<file path="src/hdl/host_pkg.sv">
// Host clocking and sequencing
package host_pkg;

	// clk cycles between two tck edges
	// one full tck period is twice this
	localparam int TCK_DIV = 4;

	// divider counter must hold TCK_DIV - 1
	localparam int DIV_WIDTH = 3;

	// request latch states
	// IDLE accepts a host start, BUSY waits for the scan to finish
	typedef enum logic {
		IDLE,
		BUSY
	} req_state_t;

endpackage

</file>
<file path="src/hdl/tap_pkg.sv">
// TAP protocol definitions
package tap_pkg;

	// instruction register length of the single target
	localparam int IR_LENGTH = 8;
	// data register length of the single target
	localparam int DR_LENGTH = 28;
	// bit index must reach DR_LENGTH
	localparam int SEL_WIDTH = 5;
	// tck periods with tms high to force test-logic-reset
	localparam int RESET_TMS_CYCLES = 5;

	typedef logic [IR_LENGTH-1:0] ir_word_t;
	typedef logic [DR_LENGTH-1:0] dr_word_t;

	// master view of the TAP, no pause states
	typedef enum logic [3:0] {
		POR,
		TEST_LOGIC_RESET,
		RUN_TEST_IDLE,
		SELECT_DR_IR_SCAN,
		SELECT_IR_SCAN,
		CAPTURE_IR,
		SHIFT_IR,
		EXIT1_IR,
		UPDATE_IR,
		SELECT_DR_SCAN,
		CAPTURE_DR,
		SHIFT_DR,
		EXIT1_DR,
		UPDATE_DR
	} tap_state_t;

endpackage
</file>
<file path="src/hdl/scan_req_if.sv">
// Scan request bus
interface scan_req_if;

	// one clk pulse, only while ready is high
	logic start;
	// instruction, shifted lsb first
	tap_pkg::ir_word_t ir;
	// data word, shifted lsb first
	tap_pkg::dr_word_t dr;
	// high while the TAP sits in run-test-idle
	logic ready;

	// request latch side
	modport requester (
		output start,
		output ir,
		output dr,
		input  ready
	);

	// TAP sequencer side
	modport controller (
		input  start,
		input  ir,
		input  dr,
		output ready
	);

endinterface

</file>
<file path="src/hdl/jtag_host.sv">
// JTAG host top level
module jtag_host (
	input  logic              clk,
	input  logic              rstn,
	input  logic              start,
	input  tap_pkg::ir_word_t ir,
	input  tap_pkg::dr_word_t dr,
	input  logic              tdo,
	output logic              ready,
	output logic              tck,
	output logic              tms,
	output logic              tdi,
	output logic              trstn,
	output tap_pkg::dr_word_t rdata,
	output logic              rdata_valid
);

	// request path between latch and sequencer
	scan_req_if req_bus ();

	logic tick;
	// readback strobes
	logic tdo_sample;
	logic scan_clear;
	logic scan_done;

	assign ready = req_bus.ready;

	tck_divider i_tck_divider (
		.clk  (clk),
		.rstn (rstn),
		.tick (tick)
	);

	scan_request i_scan_request (
		.clk   (clk),
		.rstn  (rstn),
		.start (start),
		.ir    (ir),
		.dr    (dr),
		.req   (req_bus.requester)
	);

	tap_master i_tap_master (
		.clk        (clk),
		.rstn       (rstn),
		.tick       (tick),
		.req        (req_bus.controller),
		.tck        (tck),
		.tms        (tms),
		.tdi        (tdi),
		.trstn      (trstn),
		.tdo_sample (tdo_sample),
		.scan_clear (scan_clear),
		.scan_done  (scan_done)
	);

	tdo_capture i_tdo_capture (
		.clk         (clk),
		.rstn        (rstn),
		.tdo         (tdo),
		.tdo_sample  (tdo_sample),
		.scan_clear  (scan_clear),
		.scan_done   (scan_done),
		.rdata       (rdata),
		.rdata_valid (rdata_valid)
	);

endmodule

</file>
<file path="src/hdl/tdo_capture.sv">
// TDO readback register
module tdo_capture (
	input  logic              clk,
	input  logic              rstn,
	input  logic              tdo,
	input  logic              tdo_sample,
	input  logic              scan_clear,
	input  logic              scan_done,
	output tap_pkg::dr_word_t rdata,
	output logic              rdata_valid
);

	// bits enter at the top and walk down to bit 0
	tap_pkg::dr_word_t shreg;

	always_ff @(posedge clk) begin
		if (scan_clear) begin
			shreg <= '0;
		end else if (tdo_sample) begin
			// first bit received ends up as the lsb
			shreg <= {tdo, shreg[tap_pkg::DR_LENGTH-1:1]};
		end
	end

	// result held until the next scan completes
	always_ff @(posedge clk) begin
		if (scan_done) begin
			rdata <= shreg;
		end
	end

	always_ff @(posedge clk) begin
		if (!rstn) begin
			rdata_valid <= 1'b0;
		end else begin
			// single clk pulse alongside the new rdata
			rdata_valid <= scan_done;
		end
	end

endmodule

</file>
<file path="src/hdl/tap_master.sv">
// TAP controller sequencer
module tap_master (
	input  logic           clk,
	input  logic           rstn,
	input  logic           tick,
	scan_req_if.controller req,
	output logic           tck,
	output logic           tms,
	output logic           tdi,
	output logic           trstn,
	output logic           tdo_sample,
	output logic           scan_clear,
	output logic           scan_done
);

	typedef logic [tap_pkg::SEL_WIDTH-1:0] sel_t;

	tap_pkg::tap_state_t cs, ns;
	// bit index into ir and dr, also counts the reset run
	sel_t sel;
	// start seen while idle, not yet acted on
	logic pending;
	logic tick_rise, tick_fall;
	tap_pkg::ir_word_t ir_shifted;
	tap_pkg::dr_word_t dr_shifted;

	// tck low now means this tick makes it rise
	assign tick_rise = tick && !tck;
	assign tick_fall = tick && tck;

	// current bit sits at position 0
	assign ir_shifted = req.ir >> sel;
	assign dr_shifted = req.dr >> sel;

	always_ff @(posedge clk) begin
		if (!rstn) begin
			tck <= 1'b0;
		end else if (tick) begin
			tck <= ~tck;
		end
	end

	// state moves with rising tck, same edge the target uses
	always_ff @(posedge clk) begin
		if (!rstn) begin
			cs <= tap_pkg::POR;
		end else if (tick_rise) begin
			cs <= ns;
		end
	end

	always_comb begin
		ns = cs;
		case (cs)
			tap_pkg::POR:               ns = tap_pkg::TEST_LOGIC_RESET;
			// leave reset once the tms-high run is over
			tap_pkg::TEST_LOGIC_RESET:  if (!tms) ns = tap_pkg::RUN_TEST_IDLE;
			tap_pkg::RUN_TEST_IDLE:     if (tms) ns = tap_pkg::SELECT_DR_IR_SCAN;
			tap_pkg::SELECT_DR_IR_SCAN: ns = tap_pkg::SELECT_IR_SCAN;
			tap_pkg::SELECT_IR_SCAN:    ns = tap_pkg::CAPTURE_IR;
			tap_pkg::CAPTURE_IR:        ns = tap_pkg::SHIFT_IR;
			tap_pkg::SHIFT_IR: begin
				if (sel == sel_t'(tap_pkg::IR_LENGTH - 1)) ns = tap_pkg::EXIT1_IR;
			end
			tap_pkg::EXIT1_IR:          ns = tap_pkg::UPDATE_IR;
			tap_pkg::UPDATE_IR:         ns = tap_pkg::SELECT_DR_SCAN;
			tap_pkg::SELECT_DR_SCAN:    ns = tap_pkg::CAPTURE_DR;
			tap_pkg::CAPTURE_DR:        ns = tap_pkg::SHIFT_DR;
			tap_pkg::SHIFT_DR: begin
				if (sel == sel_t'(tap_pkg::DR_LENGTH - 1)) ns = tap_pkg::EXIT1_DR;
			end
			tap_pkg::EXIT1_DR:          ns = tap_pkg::UPDATE_DR;
			tap_pkg::UPDATE_DR:         ns = tap_pkg::RUN_TEST_IDLE;
			default:                    ns = tap_pkg::TEST_LOGIC_RESET;
		endcase
	end

	// start pulse may fall between ticks, keep it until tms picks it up
	always_ff @(posedge clk) begin
		if (!rstn) begin
			pending <= 1'b0;
		end else if (req.start) begin
			pending <= 1'b1;
		end else if (cs != tap_pkg::RUN_TEST_IDLE) begin
			pending <= 1'b0;
		end
	end

	// tms set on falling tck so it is stable at the next rising edge
	always_ff @(posedge clk) begin
		if (!rstn) begin
			tms <= 1'b0;
		end else if (tick_fall) begin
			tms <= 1'b0;
			case (cs)
				tap_pkg::TEST_LOGIC_RESET: begin
					tms <= (sel < sel_t'(tap_pkg::RESET_TMS_CYCLES));
				end
				tap_pkg::RUN_TEST_IDLE:     tms <= pending;
				// on to select-ir
				tap_pkg::SELECT_DR_IR_SCAN: tms <= 1'b1;
				tap_pkg::SHIFT_IR: begin
					tms <= (sel == sel_t'(tap_pkg::IR_LENGTH - 1));
				end
				tap_pkg::EXIT1_IR:          tms <= 1'b1;
				// straight into the dr scan
				tap_pkg::UPDATE_IR:         tms <= 1'b1;
				tap_pkg::SHIFT_DR: begin
					tms <= (sel == sel_t'(tap_pkg::DR_LENGTH - 1));
				end
				tap_pkg::EXIT1_DR:          tms <= 1'b1;
				default:                    tms <= 1'b0;
			endcase
		end
	end

	// index advances with each rising tck while shifting
	always_ff @(posedge clk) begin
		if (!rstn) begin
			sel <= '0;
		end else if (tick_rise) begin
			case (cs)
				tap_pkg::TEST_LOGIC_RESET: sel <= sel + 1'b1;
				tap_pkg::RUN_TEST_IDLE:    sel <= '0;
				tap_pkg::CAPTURE_IR:       sel <= '0;
				tap_pkg::CAPTURE_DR:       sel <= '0;
				tap_pkg::SHIFT_IR:         sel <= sel + 1'b1;
				tap_pkg::SHIFT_DR:         sel <= sel + 1'b1;
				default:                   sel <= sel;
			endcase
		end
	end

	// tdi presented on falling tck, lsb first
	always_ff @(posedge clk) begin
		if (!rstn) begin
			tdi <= 1'b0;
		end else if (tick_fall) begin
			case (cs)
				tap_pkg::SHIFT_IR: tdi <= ir_shifted[0];
				tap_pkg::SHIFT_DR: tdi <= dr_shifted[0];
				default:           tdi <= 1'b0;
			endcase
		end
	end

	// target reset released after the first tck period
	always_ff @(posedge clk) begin
		if (!rstn) begin
			trstn <= 1'b0;
		end else if (tick_fall) begin
			trstn <= (cs != tap_pkg::POR);
		end
	end

	assign req.ready = (cs == tap_pkg::RUN_TEST_IDLE);

	// capture strobes, all on rising tck ticks
	assign tdo_sample = tick_rise && (cs == tap_pkg::SHIFT_DR);
	assign scan_clear = tick_rise && (cs == tap_pkg::SELECT_DR_SCAN);
	assign scan_done  = tick_rise && (cs == tap_pkg::EXIT1_DR);

endmodule

</file>
<file path="src/hdl/scan_request.sv">
// Host request latch
module scan_request (
	input  logic              clk,
	input  logic              rstn,
	input  logic              start,
	input  tap_pkg::ir_word_t ir,
	input  tap_pkg::dr_word_t dr,
	scan_req_if.requester     req
);

	host_pkg::req_state_t state;
	// previous ready, for the rising edge at scan end
	logic ready_q;
	logic accept;

	// host start only counts while idle and the TAP is ready
	assign accept = start && req.ready && (state == host_pkg::IDLE);

	always_ff @(posedge clk) begin
		if (!rstn) begin
			state     <= host_pkg::IDLE;
			req.start <= 1'b0;
			ready_q   <= 1'b0;
		end else begin
			ready_q   <= req.ready;
			req.start <= 1'b0;
			case (state)
				host_pkg::IDLE: begin
					if (accept) begin
						state     <= host_pkg::BUSY;
						req.start <= 1'b1;
					end
				end
				host_pkg::BUSY: begin
					// ready drops when the TAP leaves idle, rises at scan end
					if (req.ready && !ready_q) begin
						state <= host_pkg::IDLE;
					end
				end
				default: state <= host_pkg::IDLE;
			endcase
		end
	end

	// vectors held for the whole scan
	always_ff @(posedge clk) begin
		if (accept) begin
			req.ir <= ir;
			req.dr <= dr;
		end
	end

endmodule

</file>
<file path="src/hdl/tck_divider.sv">
// TCK tick generator
module tck_divider (
	input  logic clk,
	input  logic rstn,
	output logic tick
);

	typedef logic [host_pkg::DIV_WIDTH-1:0] div_cnt_t;

	// down counter, reloads after reaching zero
	div_cnt_t cnt;

	always_ff @(posedge clk) begin
		if (!rstn) begin
			cnt  <= div_cnt_t'(host_pkg::TCK_DIV - 1);
			tick <= 1'b0;
		end else begin
			// one tick per TCK_DIV clks, no clock gating
			tick <= (cnt == '0);
			if (cnt == '0) begin
				cnt <= div_cnt_t'(host_pkg::TCK_DIV - 1);
			end else begin
				cnt <= cnt - 1'b1;
			end
		end
	end

endmodule

</file>
<file path="config.mk">
export PLATFORM = sky130hd
export DESIGN_NAME = jtag_host
export DESIGN_NICKNAME = d
export VERILOG_FILES = /design/src/hdl/host_pkg.sv /design/src/hdl/tap_pkg.sv /design/src/hdl/scan_req_if.sv /design/src/hdl/jtag_host.sv /design/src/hdl/tdo_capture.sv /design/src/hdl/tap_master.sv /design/src/hdl/scan_request.sv /design/src/hdl/tck_divider.sv
export SDC_FILE = /design/constraint.sdc
export NUM_CORES = 1
export LEC_CHECK = 0
export BUFFER_PORTS_ARGS = -buffer_cell sky130_fd_sc_hd__buf_2
export CAP_MARGIN = 25
export CORE_UTILIZATION = 55
export DETAILED_ROUTE_END_ITERATION = 16
export HOLD_SLACK_MARGIN = 0.08
export PLACE_DENSITY = 0.78
export SLEW_MARGIN = 20
export SYNTH_ARGS = -nofsm -noshare
export SYNTH_HDL_FRONTEND = slang
export SYNTH_SLANG_ARGS = --single-unit
</file>
<file path="constraint.sdc">
create_clock -name clk -period 5.76 [get_ports clk]
set_input_delay 0.864 -clock clk [delete_from_list [all_inputs] [get_ports clk]]
set_output_delay 0.864 -clock clk [all_outputs]
set_load 0.05 [all_outputs]
</file>
==> results.py <==
metrics = {
    "sta": {
        "finalSetupTns_ns": 0,
        "relSlewSlack_pct": 34.1,
        "finalSetupViolCount": 0,
        "worst_pin_slew_ns": 0.988,
        "min_period_ns": 2.79,
        "finalMaxSlewViolations": 0,
        "whs_ns": 0.387,
        "max_freq_ghz": 0.358,
        "skew_ns": 0.00872,
        "hold_viol_final": 0,
        "timing.final.crit_share_pct": 48.5,
        "rsz0062_at_grt": "false",
    },
    "setup_path": {
        "cp.arrival_ns": 1.93,
        "critPathCaptureType": "primary output",
        "r2r_slack_ns": 3.40,
        "crit_path_max_fanout": 14,
        "critPathKind": "flip-flop to primary output",
        "required_ns": 4.90,
        "startpoint_type": "flip-flop",
    },
    "pwr": {
        "p_leak_nw": 1.92,
        "switching_share_pct": 21.0,
        "peakVddDrop_v": 0.000226,
        "powerDensity_nw_per_um2": 359,
        "finalPower_w": 0.00193,
        "intPower_w": 0.00153,
        "p_seq_share_pct": 44.6,
        "p_switching_w": 0.000405,
        "p_comb_share_pct": 1.4,
        "clockPowerShare_pct": 54.0,
    },
    "global_route": {
        "track_usage_pct": 20.2,
        "grt_pass1_vias": 2774,
        "antenna_found_initial": 0,
        "grt_start_max_net_pins": 39,
        "overflow": 0,
        "grt_pass1_wl_um": 12500,
    },
    "synthesis": {
        "synth_edf_count": 64,
        "syn_inst": 349,
        "seq_area_frac_synth_pct": 67.7,
        "synthAdderAreaFrac_pct": 0.869,
        "postSynthNetCount": 392,
        "yosys_warnings": 0,
        "synth_compound_area_share_pct": 8.46,
        "yosys.area_share.xor_xnor_pct": 0.811,
        "synth.avg_cell_area_um2": 12.4,
        "synth_cell_types": 46,
        "synth_mux_area_share_pct": 5.56,
        "ys_seq_elements": 114,
        "ys_async_sr_fraction_pct": 0,
        "synth_area_um2": 4320,
        "synthFlopType": "edfxtp_1",
        "synthSimpleGateAreaFrac_pct": 13.9,
        "synth_top_family_by_area": "simple AND/OR/NAND/NOR gates",
    },
    "clock_network": {
        "clk_path_buf_depth": 2,
        "cts_max_level": 4,
        "cts_tree": "built",
        "cts_hold_buf": 0,
        "clk_pin_slew_worst_paths_ns": 0.06,
        "clk_latency_ns": 0.53,
        "cts_setup_buffers": 0,
        "cts_resized": 0,
        "clock-sinks": 114,
        "cts-root-buf": "clkbuf_8",
        "numCtsBuffers": 17,
    },
    "floorplanning": {
        "rows": 31,
        "fp.dieW_um": 90.6,
        "fp.dieH_um": 90.6,
        "coreArea_um2": 7410,
        "start_util_pct": 58.3,
        "io_pins": 74,
        "dieArea_um2": 8210,
    },
    "status": {
        "status": "finished, final reports clean",
    },
    "place": {
        "place_congestion": 0.820,
        "numPortBuffers": 73,
        "dp_hpwl_um": 4690,
    },
    "route": {
        "drtPass1Iterations": 4,
        "wl_per_cell_um": 14.0,
        "drc": 0,
        "vias": 2830,
        "ant_nets": 0,
        "drt_iter0_drc": 157,
        "finalWirelength_um": 7540,
        "routed_via_density": 5.26,
    },
    "finish": {
        "fillers": 490,
        "layout_common_cells": "buf_2, nand2_1, edfxtp_1, dfxtp_1, a21oi_1",
        "area_delta_synth_final_pct": 24.7,
        "diodes": 0,
        "drive_above_1_share_pct": 28.0,
        "num-nets-final": 469,
        "seqCellArea_um2": 2920,
        "multi_input_area_um2": 1280,
        "layout_commonest_cell": "buf_2",
    },
    "min_path": {
        "hp-class": "flip-flop to flip-flop",
    },
    "job": {
        "maxCapViolCount": 0,
    },
}
-- flip-flops by register name (all words and copies together), names as in the netlist --
| signal | flops |
|---|---|
| i_tap_master.tdi | 1 |
| i_tdo_capture.shreg | 28 |
| i_tap_master.tms | 1 |
| i_tap_master.sel | 5 |
| i_scan_request.req.start | 1 |
| i_tap_master.tck | 1 |
| i_tdo_capture.rdata_valid | 1 |
| i_tck_divider.tick | 1 |
| i_tap_master.pending | 1 |
| i_scan_request.ready_q | 1 |
| i_scan_request.state | 1 |
| i_tdo_capture.rdata | 28 |
| i_scan_request.req.dr | 28 |
| i_tap_master.trstn | 1 |
| i_scan_request.req.ir | 8 |
| i_tap_master.cs | 4 |
| i_tck_divider.cnt | 3 |
-- power groups by stage --
stage / Combinational (W) / Sequential, W / Clock, W
2_1_floorplan: 0.0000119 / 0.000878 / 0
3_5_place_dp: 0.0000273 / 0.000879 / 0
6_report: 0.0000271 / 0.000861 / 0.00104
4_1_cts: 0.0000275 / 0.000861 / 0.00106
3_3_place_gp: 0.0000266 / 0.000878 / 0
5_1_grt: 0.0000305 / 0.000862 / 0.00109
-- metrics by stage --
step / std cells / util (%) / instance area, µm² / worst slack (ns)
2_1_floorplan: 349 / - / 4320 / 1.56
3_3_place_gp: 504 / 64.1 / 4750 / 3.45
3_5_place_dp: 504 / 64.1 / 4750 / 3.39
4_1_cts: 536 / 72.3 / 5350 / 2.96
5_1_grt: 538 / 72.7 / 5380 / 2.87
6_report: 538 / 72.7 / 5380 / 2.97
-- routing by layer --
layer  up-vias  share of wire [%]  global-route usage [%]  wire (µm)
li1       1416                  -                       -          -
met1      1299                 41                    21.6       3090
met2        95                 52                    34.9       3880
met3        20                5.2                    7.24        395
met4         0                2.2                    10.8        167
met5         -                  0                       0          0
-- final cells by class --
cell class / instances / area share [%]
clock buffer: 18 / 8.16
clock inverter: 14 / 3.07
inverter: 10 / 0.697
multi-input combinational: 206 / 23.9
sequential: 114 / 54.3
tap: 99 / 2.30
timing repair buffer: 77 / 7.62
-- final timing paths --
path / startpoint / end / depth (start not counted)
setup / recovery: i_tap_master.cs[1] / ready / 2
hold / removal: i_tck_divider.cnt[0] / i_tck_divider.cnt[0] / 1
setup reg to reg: i_tap_master.cs[3] / i_tap_master.tdi / 5
hold reg to reg: i_tck_divider.cnt[0] / i_tck_divider.cnt[0] / 1
-- cells in the mapped netlist, types with 2 or more instances --
cell / number / area (µm²)
ha_1: 3 / 37.5
and2_1: 5 / 31.3
a21oi_1: 39 / 195
a31oi_1: 3 / 18.8
mux2_2: 2 / 22.5
a32oi_1: 2 / 17.5
dfxtp_1: 50 / 1000
inv_1: 9 / 33.8
buf_4: 2 / 15.0
nor3_1: 4 / 20.0
nand2b_1: 5 / 31.3
clkbuf_1: 15 / 56.3
and3b_1: 3 / 26.3
xnor2_1: 4 / 35.0
a221oi_1: 2 / 17.5
nor2b_1: 5 / 31.3
nor2_1: 14 / 52.6
mux4_2: 7 / 158
mux2i_1: 6 / 60.1
nand4_1: 2 / 12.5
nor4_1: 3 / 18.8
nand2_1: 67 / 251
edfxtp_1: 64 / 1920
or3_1: 2 / 12.5
buf_2: 2 / 10.0
o31ai_1: 2 / 15.0
o21ai_0: 8 / 40.0
-- critical path, stage by stage (launching register included) --
cell     delay, ns
dfxtp_1       0.62
nor4b_4       0.44
buf_2         0.34
-- logic make-up (layout without fill, tap and decap cells) --
family,count (synthesis),count (layout)
and+or+nand+nor,120,120
muxes,15,15
buffers and inverters,29,119
AOI/OAI and AO/OA,64,64
xor gates and xnor gates,4,4
DFF,114,114
adders and majority gates,3,3
No activity file was read; power rests on OpenSTA's default activity.
